[src/common/uart_cmd_config.svh]
`ifndef UART_CMD_CONFIG_SVH
`define UART_CMD_CONFIG_SVH

// clock cycles per serial bit, 4 or more
`define UC_BAUD_DIV 16

// start, eight data bits, odd parity, stop
`define UC_FRAME_BITS 11

// register bank size at the target
// the command address wraps modulo this count
`define UC_REG_COUNT 16

`endif

[src/common/uart_cmd_pkg.sv]
`default_nettype none

`include "uart_cmd_config.svh"

package uart_cmd_pkg;

  // bit 15 read flag, 14:8 address, 7:0 write data
  typedef logic [15:0] cmd_t;
  typedef logic [7:0] byte_t;
  typedef logic [6:0] reg_addr_t;

  // parity error flag sits above the reply byte
  typedef logic [8:0] read_data_t;

  typedef logic [3:0] bit_cnt_t;
  typedef logic [$clog2(`UC_BAUD_DIV)-1:0] baud_cnt_t;

  typedef enum logic [1:0] {
    idle,
    send_header,
    send_data,
    wait_reply
  } host_state_t;

  typedef enum logic [1:0] {
    wait_header,
    wait_data,
    send_reply
  } target_state_t;

endpackage

`default_nettype wire

[src/uart_host/uart_tx_frame.sv]
`default_nettype none

`include "uart_cmd_config.svh"

module uart_tx_frame (
  input  wire                       clk,
  input  wire                       rst_n,
  input  wire                       start,
  input  wire uart_cmd_pkg::byte_t  data,
  output logic                      tx,
  output logic                      busy,
  output logic                      done
);

  logic [`UC_FRAME_BITS-1:0] shreg;
  uart_cmd_pkg::baud_cnt_t   baud_cnt;
  uart_cmd_pkg::bit_cnt_t    bit_cnt;

  // bit 0 of the shift register is the line, ones fill in behind
  assign tx = shreg[0];

  always_ff @(posedge clk or negedge rst_n) begin
    if (!rst_n) begin
      shreg    <= '1;
      busy     <= 1'b0;
      done     <= 1'b0;
      baud_cnt <= '0;
      bit_cnt  <= '0;
    end else begin
      done <= 1'b0;
      if (start && !busy) begin
        // stop, odd parity, data lsb first, start
        shreg    <= {1'b1, ~^data, data, 1'b0};
        busy     <= 1'b1;
        baud_cnt <= '0;
        bit_cnt  <= '0;
      end else if (busy) begin
        if (baud_cnt == uart_cmd_pkg::baud_cnt_t'(`UC_BAUD_DIV - 1)) begin
          baud_cnt <= '0;
          shreg    <= {1'b1, shreg[`UC_FRAME_BITS-1:1]};
          if (bit_cnt == uart_cmd_pkg::bit_cnt_t'(`UC_FRAME_BITS - 1)) begin
            // stop bit has run its full length
            busy <= 1'b0;
            done <= 1'b1;
          end else begin
            bit_cnt <= bit_cnt + 1'b1;
          end
        end else begin
          baud_cnt <= baud_cnt + 1'b1;
        end
      end
    end
  end

endmodule

`default_nettype wire

[src/uart_host/uart_rx_frame.sv]
`default_nettype none

`include "uart_cmd_config.svh"

module uart_rx_frame (
  input  wire                  clk,
  input  wire                  rst_n,
  input  wire                  rx,
  output logic                 valid,
  output uart_cmd_pkg::byte_t  data,
  output logic                 perr
);

  logic                    rx_meta;
  logic                    rx_sync;
  logic                    rx_prev;
  logic                    active;
  logic                    sample;
  uart_cmd_pkg::baud_cnt_t baud_cnt;
  uart_cmd_pkg::bit_cnt_t  bit_cnt;

  assign sample = active && (baud_cnt == uart_cmd_pkg::baud_cnt_t'(`UC_BAUD_DIV - 1));

  // data bits arrive lsb first at bit indices 1 to 8
  always_ff @(posedge clk) begin
    if (sample && bit_cnt != '0 && bit_cnt <= 4'd8) begin
      data <= {rx_sync, data[7:1]};
    end
  end

  always_ff @(posedge clk or negedge rst_n) begin
    if (!rst_n) begin
      rx_meta  <= 1'b1;
      rx_sync  <= 1'b1;
      rx_prev  <= 1'b1;
      active   <= 1'b0;
      baud_cnt <= '0;
      bit_cnt  <= '0;
      valid    <= 1'b0;
      perr     <= 1'b0;
    end else begin
      rx_meta <= rx;
      rx_sync <= rx_meta;
      rx_prev <= rx_sync;
      valid   <= 1'b0;
      if (!active) begin
        // half a bit head start puts every sample at mid-bit
        if (rx_prev && !rx_sync) begin
          active   <= 1'b1;
          baud_cnt <= uart_cmd_pkg::baud_cnt_t'(`UC_BAUD_DIV / 2);
          bit_cnt  <= '0;
        end
      end else if (sample) begin
        baud_cnt <= '0;
        bit_cnt  <= bit_cnt + 1'b1;
        if (bit_cnt == '0) begin
          // start bit gone high again, just a glitch
          if (rx_sync) begin
            active <= 1'b0;
          end
        end else if (bit_cnt == 4'd9) begin
          perr <= ~^{data, rx_sync};
        end else if (bit_cnt == uart_cmd_pkg::bit_cnt_t'(`UC_FRAME_BITS - 1)) begin
          valid  <= 1'b1;
          active <= 1'b0;
        end
      end else begin
        baud_cnt <= baud_cnt + 1'b1;
      end
    end
  end

endmodule

`default_nettype wire

[src/uart_host/uart_host.sv]
`default_nettype none

module uart_host (
  input  wire                              clk,
  input  wire                              rst_n,
  input  wire uart_cmd_pkg::cmd_t          cmd_in,
  input  wire                              cmd_vld,
  input  wire                              rx,
  output logic                             tx,
  output logic                             cmd_rdy,
  output logic                             read_rdy,
  output uart_cmd_pkg::read_data_t         read_data
);

  uart_cmd_pkg::host_state_t state;
  uart_cmd_pkg::cmd_t        cmd_q;

  logic                accept;
  logic                tx_start;
  logic                tx_done;
  uart_cmd_pkg::byte_t tx_data;
  logic                rx_valid;
  logic                rx_perr;
  uart_cmd_pkg::byte_t rx_data;

  assign cmd_rdy = (state == uart_cmd_pkg::idle);
  assign accept  = cmd_vld && cmd_rdy;

  // header goes out on the accept cycle, data byte right after header done
  assign tx_start = accept ||
                    (state == uart_cmd_pkg::send_header && tx_done && !cmd_q[15]);

  // header byte is the read flag plus address
  assign tx_data = (state == uart_cmd_pkg::idle) ? cmd_in[15:8] : cmd_q[7:0];

  always_ff @(posedge clk) begin
    if (accept) begin
      cmd_q <= cmd_in;
    end
  end

  always_ff @(posedge clk or negedge rst_n) begin
    if (!rst_n) begin
      state     <= uart_cmd_pkg::idle;
      read_rdy  <= 1'b0;
      read_data <= '0;
    end else begin
      read_rdy <= 1'b0;
      case (state)
        uart_cmd_pkg::idle: begin
          if (accept) begin
            state <= uart_cmd_pkg::send_header;
          end
        end
        uart_cmd_pkg::send_header: begin
          if (tx_done) begin
            if (cmd_q[15]) begin
              state <= uart_cmd_pkg::wait_reply;
            end else begin
              state <= uart_cmd_pkg::send_data;
            end
          end
        end
        uart_cmd_pkg::send_data: begin
          if (tx_done) begin
            state <= uart_cmd_pkg::idle;
          end
        end
        uart_cmd_pkg::wait_reply: begin
          // reply byte and its parity flag land together with the pulse
          if (rx_valid) begin
            read_data <= {rx_perr, rx_data};
            read_rdy  <= 1'b1;
            state     <= uart_cmd_pkg::idle;
          end
        end
        default: begin
          state <= uart_cmd_pkg::idle;
        end
      endcase
    end
  end

  uart_tx_frame u_tx (
    .clk   (clk),
    .rst_n (rst_n),
    .start (tx_start),
    .data  (tx_data),
    .tx    (tx),
    .busy  (),
    .done  (tx_done)
  );

  uart_rx_frame u_rx (
    .clk   (clk),
    .rst_n (rst_n),
    .rx    (rx),
    .valid (rx_valid),
    .data  (rx_data),
    .perr  (rx_perr)
  );

endmodule

`default_nettype wire

[src/hw/reg_target.sv]
`default_nettype none

`include "uart_cmd_config.svh"

module reg_target (
  input  wire   clk,
  input  wire   rst_n,
  input  wire   rx,
  output logic  tx
);

  localparam int idx_w = $clog2(`UC_REG_COUNT);

  uart_cmd_pkg::target_state_t state;
  uart_cmd_pkg::byte_t         bank [`UC_REG_COUNT];
  uart_cmd_pkg::reg_addr_t     hdr_addr;
  logic [idx_w-1:0]            hdr_idx;
  logic [idx_w-1:0]            addr_q;

  logic                rx_valid;
  logic                rx_perr;
  uart_cmd_pkg::byte_t rx_data;
  logic                tx_start;
  logic                tx_done;
  uart_cmd_pkg::byte_t tx_data;

  assign hdr_addr = rx_data[6:0];
  assign hdr_idx  = idx_w'(hdr_addr % `UC_REG_COUNT);

  // a clean read header starts the reply straight away
  assign tx_start = (state == uart_cmd_pkg::wait_header) && rx_valid && !rx_perr &&
                    rx_data[7];
  assign tx_data  = bank[hdr_idx];

  always_ff @(posedge clk or negedge rst_n) begin
    if (!rst_n) begin
      state  <= uart_cmd_pkg::wait_header;
      addr_q <= '0;
      for (int i = 0; i < `UC_REG_COUNT; i++) begin
        bank[i] <= '0;
      end
    end else begin
      case (state)
        uart_cmd_pkg::wait_header: begin
          if (rx_valid && !rx_perr) begin
            if (rx_data[7]) begin
              state <= uart_cmd_pkg::send_reply;
            end else begin
              addr_q <= hdr_idx;
              state  <= uart_cmd_pkg::wait_data;
            end
          end
        end
        uart_cmd_pkg::wait_data: begin
          // a bad data frame is dropped and the write is lost
          if (rx_valid) begin
            if (!rx_perr) begin
              bank[addr_q] <= rx_data;
            end
            state <= uart_cmd_pkg::wait_header;
          end
        end
        uart_cmd_pkg::send_reply: begin
          if (tx_done) begin
            state <= uart_cmd_pkg::wait_header;
          end
        end
        default: begin
          state <= uart_cmd_pkg::wait_header;
        end
      endcase
    end
  end

  uart_rx_frame u_rx (
    .clk   (clk),
    .rst_n (rst_n),
    .rx    (rx),
    .valid (rx_valid),
    .data  (rx_data),
    .perr  (rx_perr)
  );

  uart_tx_frame u_tx (
    .clk   (clk),
    .rst_n (rst_n),
    .start (tx_start),
    .data  (tx_data),
    .tx    (tx),
    .busy  (),
    .done  (tx_done)
  );

endmodule

`default_nettype wire

[src/hw/uart_cmd_top.sv]
`default_nettype none

module uart_cmd_top (
  input  wire                       clk,
  input  wire                       rst_n,
  input  wire uart_cmd_pkg::cmd_t   cmd_in,
  input  wire                       cmd_vld,
  output logic                      cmd_rdy,
  output logic                      read_rdy,
  output uart_cmd_pkg::read_data_t  read_data
);

  // serial nets between the two ends, both idle high
  logic host_to_target;
  logic target_to_host;

  uart_host u_host (
    .clk       (clk),
    .rst_n     (rst_n),
    .cmd_in    (cmd_in),
    .cmd_vld   (cmd_vld),
    .rx        (target_to_host),
    .tx        (host_to_target),
    .cmd_rdy   (cmd_rdy),
    .read_rdy  (read_rdy),
    .read_data (read_data)
  );

  reg_target u_target (
    .clk   (clk),
    .rst_n (rst_n),
    .rx    (host_to_target),
    .tx    (target_to_host)
  );

endmodule

`default_nettype wire

[config.mk]
export PLATFORM = sky130hd
export DESIGN_NAME = uart_cmd_top
export DESIGN_NICKNAME = d
export VERILOG_FILES = /design/src/common/uart_cmd_pkg.sv /design/src/uart_host/uart_tx_frame.sv /design/src/uart_host/uart_rx_frame.sv /design/src/uart_host/uart_host.sv /design/src/hw/reg_target.sv /design/src/hw/uart_cmd_top.sv
export VERILOG_INCLUDE_DIRS = /design/src /design/src/common
export SDC_FILE = /design/constraint.sdc
export NUM_CORES = 1
export LEC_CHECK = 0
export ABC_AREA = 1
export BUFFER_PORTS_ARGS = -buffer_cell sky130_fd_sc_hd__buf_2
export CAP_MARGIN = 20
export CORE_MARGIN = 2
export CORE_UTILIZATION = 59
export CTS_BUF_LIST = sky130_fd_sc_hd__clkbuf_8
export DETAILED_ROUTE_END_ITERATION = 8
export PLACE_DENSITY = 0.79
export SLEW_MARGIN = 0
export SYNTH_ARGS = -nofsm -noshare
export SYNTH_HDL_FRONTEND = slang
export SYNTH_HIERARCHICAL = 1
export SYNTH_SLANG_ARGS = --single-unit
[constraint.sdc]
create_clock -name clk -period 1.8 [get_ports clk]
set_input_delay 0.09 -clock clk [delete_from_list [all_inputs] [get_ports clk]]
set_output_delay 0.09 -clock clk [all_outputs]
set_load 0.1 [all_outputs]
==> impl_metrics.yaml, run 1 <==
final_layout:
  layout_commonest_cell: "nand2_1"
  finalNetCount: 1654
  stdcell_area_um2: 14700
  syn2layout_area_growth_pct: 20.3
  utilization_pct: 72.5
  n_fill_cell: 1516
  antenna_cells: 0
  layout_common_cells: "nand2_1, inv_1, dfrtp_1"
  stdcell_count: 1922
  drive_above_1_share_pct: 24.5
flow_run:
  cap_violations: 0
logic_synthesis:
  synth-compound-area-share_pct: 10.6
  synthAdderAreaFrac_pct: 1.64
  yosys_warnings: 6
  synth_simple_gate_area_share_pct: 27.7
  yosysTopAreaCellShare_pct: 38.4
  synth_top_family_by_area: "simple AND/OR/NAND/NOR gates"
  synth_flop_cell: "dfrtp_1"
  synth_mux_area_share_pct: 0
  synth-seq-area-share_pct: 50.2
  avgSynthCellArea_um2: 8.12
  yosys.area.top_type: "dfrtp_1"
  synthDistinctLibCells: 43
  synthTopCellsByArea: "dfrtp_1, nand2_1, edfxtp_1"
  netlist_area_um2: 12200
  syn_nets: 1542
  synth_edf_count: 25
  synth-xor-area-share_pct: 0.429
  synth_seq_cells: 239
  async_flop_share_pct: 89.5
  netlist_instances: 1507
min_path:
  min_delay_path_depth: 5
  worst_hold_path.endpoint: "u_host/u_tx/shreg[7]"
  hold_start: "cmd_in[14]"
  hp-class: "input pin to register"
floorplan:
  io-pin-count: 30
  rows: 52
  die_area_um2: 21900
  floorplan.initialDensity_pct: 60.3
  die_h_um: 148
  fp.dieW_um: 148
  coreArea_um2: 20300
pwr:
  seqPwrFrac_pct: 49.4
  swShare_pct: 26.6
  powerDensity_nw_per_um2: 763
  switchingPower_uw: 2990
  power_frac_clock_pct: 40.9
  leakage_uw: 0.00729
  power_frac_comb_pct: 9.6
  vdd_drop_max_mv: 0.550
  p_int_uw: 8250
clocking:
  cts_tree: "done"
  clock_latency_ps: 550
  cts_buffers: 41
  root_buffer: "clkbuf_8"
  cts_num_sinks: 239
  h-tree-depth: 2
  clk_pin_slew_ps: 60
  clockBufferDepth: 3
sta:
  hold-worst-slack_ps: 23.7
  hold_viol: 0
  setup_violations: 8
  skew_ps: 23.3
  drv_slew: 0
  rsz0062_at_grt: "true"
  period_minus_slack_ps: 2170
  max_freq_mhz: 460
  period_share_pct: 121
  setup_ws_ps: -372
  tightest_slew_ps: 934
  slew_headroom_pct: 37.5
detailed_routing:
  routedWlPerCell_um: 15.8
  routed_via_density: 5.50
  drc: 0
  ant_nets: 0
  first_iter_violations: 864
  vias: 10600
  dr.pass1.iters: 5
  wirelength_mm: 30.4
status:
  violations: "setup timing"
  status: "complete, but fails checks"
setup_path:
  r2r-start: "u_target/u_rx/data[0]"
  worstSetupEndpointType: "register"
  worst_r2r_path_depth: 19
  startpoint_type: "register"
  arrival_ps: 2650
  crit-reg2reg-capture: "u_target/u_tx/shreg[9]"
  path_max_fanout: 8
  required_ps: 2280
  critical_path_class: "register to register"
  r2r_slack_ps: -370
global_route:
  antenna_found_initial: 0
  overflow: 0
  grt_pass1_vias: 9985
  use_met2_pct: 42.7
  met1_usage_pct: 35.6
  grt_usage_pct: 26.2
  grt_max_degree: 64
  grt_busiest_layer: "met2"
  grt_use_met3_pct: 4.23
  grt_pass1_wl_mm: 47.1
place:
  dpl.hpwl_mm: 18.1
  portBuffers: 29
  place.gp.congestion: 0.906
  place_area_um2: 12900
  post-place-cells: 1805
[cell type report]
cell class / count / area, µm² / area share [%]
clock buffer: 47 / 647 / 4.39
clock inverter: 29 / 128 / 0.867
inverter: 208 / 798 / 5.42
multi-input combinational: 999 / 5390 / 36.6
sequential: 239 / 6140 / 41.7
tap: 270 / 338 / 2.29
timing repair buffer: 129 / 1260 / 8.56
timing repair inverter: 1 / 16.3 / 0.110
[power by group through the flow]
stage          Combinational [µW]  Sequential (µW)  Clock (µW)
3_5_place_dp                 1030             5640           0
2_1_floorplan                 806             5620           0
3_3_place_gp                  996             5640           0
6_report                     1080             5550        4600
5_1_grt                      1250             5550        4980
4_1_cts                      1070             5550        4710
[repair_timing]
action	CTS	global route
setup buffers	5	17
resized for setup	20	126
setup endpoints to repair	6	10
hold buffers	13	0
hold endpoints to repair	199	0
pin swaps	2	58
cloned	1	7
[kinds of logic after synthesis]
group	after synthesis
xor+xnor	6
flops	239
fa+ha+maj	16
compound gates	205
simple gates	772
buf+inv	269
[how the worst max path moves through the flow]
stage,startpoint,end,cells after the start
2_1_floorplan,u_target/u_rx/data[0],u_target/u_tx/shreg[9],16
3_3_place_gp,u_target/u_rx/data[0],u_target/u_tx/shreg[9],18
3_5_place_dp,u_target/u_rx/data[0],u_target/u_tx/shreg[9],18
4_1_cts,u_target/u_rx/data[0],u_target/u_tx/shreg[9],17
5_1_grt,u_target/u_rx/data[0],u_target/u_tx/shreg[9],20
6_report,u_target/u_rx/data[0],u_target/u_tx/shreg[9],19
[metal layers]
layer | vias to the layer above | part of all wire (%)
met4 | 0 | 4.3
met1 | 4983 | 42
li1 | 5022 | -
met5 | - | 0
met2 | 444 | 46
met3 | 125 | 6.8
[cells in the mapped netlist, types with 14 or more instances]
cell and instances:
buf_2 20, buf_6 14, clkbuf_1 18, dfrtp_1 188, dfstp_2 26, edfxtp_1 25
ha_1 16, inv_1 193, nand2_1 533, nand2_2 16, nand3_1 146, nor2_1 41
o21ai_0 37, o21ai_1 80, o21ai_2 38, o221ai_1 16
[state kept, by name, indices dropped and copies added (netlist names), 2 cells and up]
| name | count |
|---|---|
| u_target/u_tx/bit_cnt | 4 |
| u_host/u_rx/baud_cnt | 4 |
| u_host/u_tx/bit_cnt | 4 |
| u_target/u_rx/data | 8 |
| u_host/u_tx/baud_cnt | 4 |
| u_target/u_tx/shreg | 10 |
| u_target/u_tx/baud_cnt | 4 |
| u_host/u_tx/shreg | 10 |
| u_host/state | 2 |
| u_target/addr_q | 4 |
| u_host/u_rx/data | 8 |
| u_target/state | 2 |
| u_host/u_rx/bit_cnt | 4 |
| u_target/bank | 128 |
| u_host/cmd_q | 9 |
| u_target/u_rx/baud_cnt | 4 |
| u_host/read_data | 9 |
| u_target/u_rx/bit_cnt | 4 |
[worst max-delay path: stages, from the launching register on]
cell      delay (ps)
edfxtp_1         450
buf_6            170
clkinv_8          60
buf_12           120
buf_12           130
nand2_1           70
nand3_1          100
nand3_2           90
nand3_2          110
nand2_4           80
buf_6            120
nand2_2           70
inv_1             40
nor2_1           140
nand2_1           70
nand2_1           60
nand2_1           50
nand3_1           70
nand2_1           60
inv_1             50
[per-stage QoR]
| stage | power [µW] | setup slack, ps | setup TNS (ps) |
|---|---|---|---|
| final | 11200 | -372 | -721 |
| after global placement | 6640 | -180 | -180 |
| after CTS | 11300 | -124 | -124 |
| after detailed placement | 6670 | -170 | -249 |
| after global routing | 11800 | -414 | -1100 |
| after floorplan | 6420 | 8.48 | 0 |
No activity file was read; power rests on OpenSTA's default activity.
==> run 2, diff against run 1 <==
--- a/config.mk
+++ b/config.mk
@@ -14,6 +14,7 @@
 export CTS_BUF_LIST = sky130_fd_sc_hd__clkbuf_8
 export DETAILED_ROUTE_END_ITERATION = 8
 export PLACE_DENSITY = 0.79
+export REMOVE_ABC_BUFFERS = 1
 export SLEW_MARGIN = 0
 export SYNTH_ARGS = -nofsm -noshare
 export SYNTH_HDL_FRONTEND = slang
==> impl_metrics.yaml, run 2 (synthesis results as in run 1) <==
detailed_routing:
  vias: 10300
  dr.pass1.iters: 5
  ant_nets: 0
  drc: 0
  first_iter_violations: 891
  wirelength_mm: 29.7
  routedWlPerCell_um: 15.6
  routed_via_density: 5.44
pwr:
  power_uw: 11300
  vdd_drop_max_mv: 0.878
  powerDensity_nw_per_um2: 778
  leakage_uw: 0.00714
sta:
  tightest_slew_ps: 488
  drv_slew: 0
  period_minus_slack_ps: 2090
  skew_ps: 12.3
  setup_ws_ps: -286
  setup_violations: 7
  period_share_pct: 116
  slew_headroom_pct: 67.7
  rsz0062_at_grt: "true"
  max_freq_mhz: 479
  hold_viol: 0
final_layout:
  regMostFlops: "u_target/bank"
  syn2layout_area_growth_pct: 18.6
  largest_reg_flops: 128
  reg_top3: "u_target/bank (128), u_host/u_tx/shreg (10), u_target/u_tx/shreg (10)"
  layout_commonest_cell: "nand2_1"
  layout_common_cells: "nand2_1, inv_1, dfrtp_1"
  n_fill_cell: 1474
  drive_above_1_share_pct: 21.8
  finalNetCount: 1638
  antenna_cells: 0
clocking:
  cts_buffers: 41
  clk_pin_slew_ps: 60
  clockBufferDepth: 3
  cts_num_sinks: 239
  cts_tree: "done"
  h-tree-depth: 2
  clock_latency_ps: 540
  root_buffer: "clkbuf_8"
setup_path:
  crit_path_top_delay_cell: "edfxtp_1"
  arrival_ps: 2580
  cp_cell_sequence: "buf_6, buf_6, buf_6, nand2_1, nand2_1, nand2_1, nand3_2, nand3_2, nand2_4, nand2_1, inv_1, nor2_1, nand2_1, nand2_1, nand2_1, nand3_1, nand2_1, inv_1"
  path_max_fanout: 10
  worstSetupEndpointType: "register"
  startpoint_type: "register"
  cpPeakStageDelay_ps: 430
  required_ps: 2290
  cpMostUsedCell: "nand2_1"
  critical_path_class: "register to register"
global_route:
  grt_max_degree: 56
  overflow: 0
  grt_pass1_wl_mm: 47.5
  antenna_found_initial: 0
  grt_pass1_vias: 9954
  grt_usage_pct: 26.7
floorplan:
  fp.dieW_um: 148
  floorplan.initialDensity_pct: 60.3
  rows: 52
  die_h_um: 148
  die_area_um2: 21900
  io-pin-count: 30
  coreArea_um2: 20300
place:
  place.gp.congestion: 0.972
  portBuffers: 29
  dpl.hpwl_mm: 18.7
  pre_cts_slack_ps: -142
min_path:
  hp-class: "input pin to register"
status:
  violations: "setup timing"
  status: "complete, but fails checks"
flow_run:
  cap_violations: 0
==> run 2: critical path, delay by kind of cell, from the launching register on <==
| kind | cells | cell delay [ps] |
|---|---|---|
| buffers and inverters | 5 | 530 |
| and+or+nand+nor | 13 | 1050 |
| DFF | 1 | 430 |
==> run 2: cell type report <==
class	instances	area [µm²]	area share, %
clock inverter	22	87.6	0.603
tap	270	338	2.33
timing repair buffer	112	1160	8.00
timing repair inverter	1	16.3	0.112
multi-input combinational	1000	5300	36.5
sequential	239	6140	42.3
inverter	208	798	5.50
clock buffer	49	674	4.65
==> run 2: metrics by stage <==
stage / instances / util [%] / hold slack, ps / area (µm²) / TNS [ps]
finish: 1901 / 71.5 / 39.0 / 14500 / -619
global route: 1901 / 71.5 / 61.6 / 14500 / -1280
CTS: 1886 / 68.9 / 6.22 / 14000 / -102
detailed placement: 1800 / 63.8 / 87.1 / 12900 / -142
global placement: 1800 / 63.8 / 91.4 / 12900 / -120
floorplan: 1446 / - / -206 / 11900 / -24870
==> run 2: routing by layer <==
layer	vias to the layer above	part of all wire [%]	wire length (µm)	GRT usage (%)
met5	-	0	0	0
met3	103	7.2	2130	5.77
li1	4988	-	-	-
met4	0	3.5	1030	11.4
met2	388	47	14000	42.3
met1	4855	42	12500	35.8
==> run 2: path summary, 6_finish.rpt <==
path                       cells past startpoint                      to             startpoint  slack [ps]
max                                           18  u_target/u_tx/shreg[9]  u_target/u_rx/data[0]        -290
min                                            5    u_host/u_tx/shreg[3]             cmd_in[10]          40
max reg2reg                                   18  u_target/u_tx/shreg[9]  u_target/u_rx/data[0]        -290
min reg2reg                                    0   u_target/u_rx/rx_sync  u_target/u_rx/rx_meta         350
max in group asynchronous                      3  u_target/u_tx/shreg[1]                  rst_n        1040
min in group asynchronous                      2      u_target/bank[101]                  rst_n          80
==> run 2: repair_timing <==
action                                  CTS  global route
buffers inserted                          2             8
endpoints found under the setup margin    3            18
gates cloned                              2             8
endpoints found under the hold margin   211             0
hold buffers                             11             0
resized for setup                        30            80
pin swaps                                 2            37
==> run 2: power by group <==
part / leakage [µW] / total [µW] / internal [µW] / switching (µW)
logic: 0.00364 / 1200 / 401 / 797
registers: 0.00304 / 5540 / 5510 / 29.6
clock network: 0.000463 / 4560 / 2440 / 2110
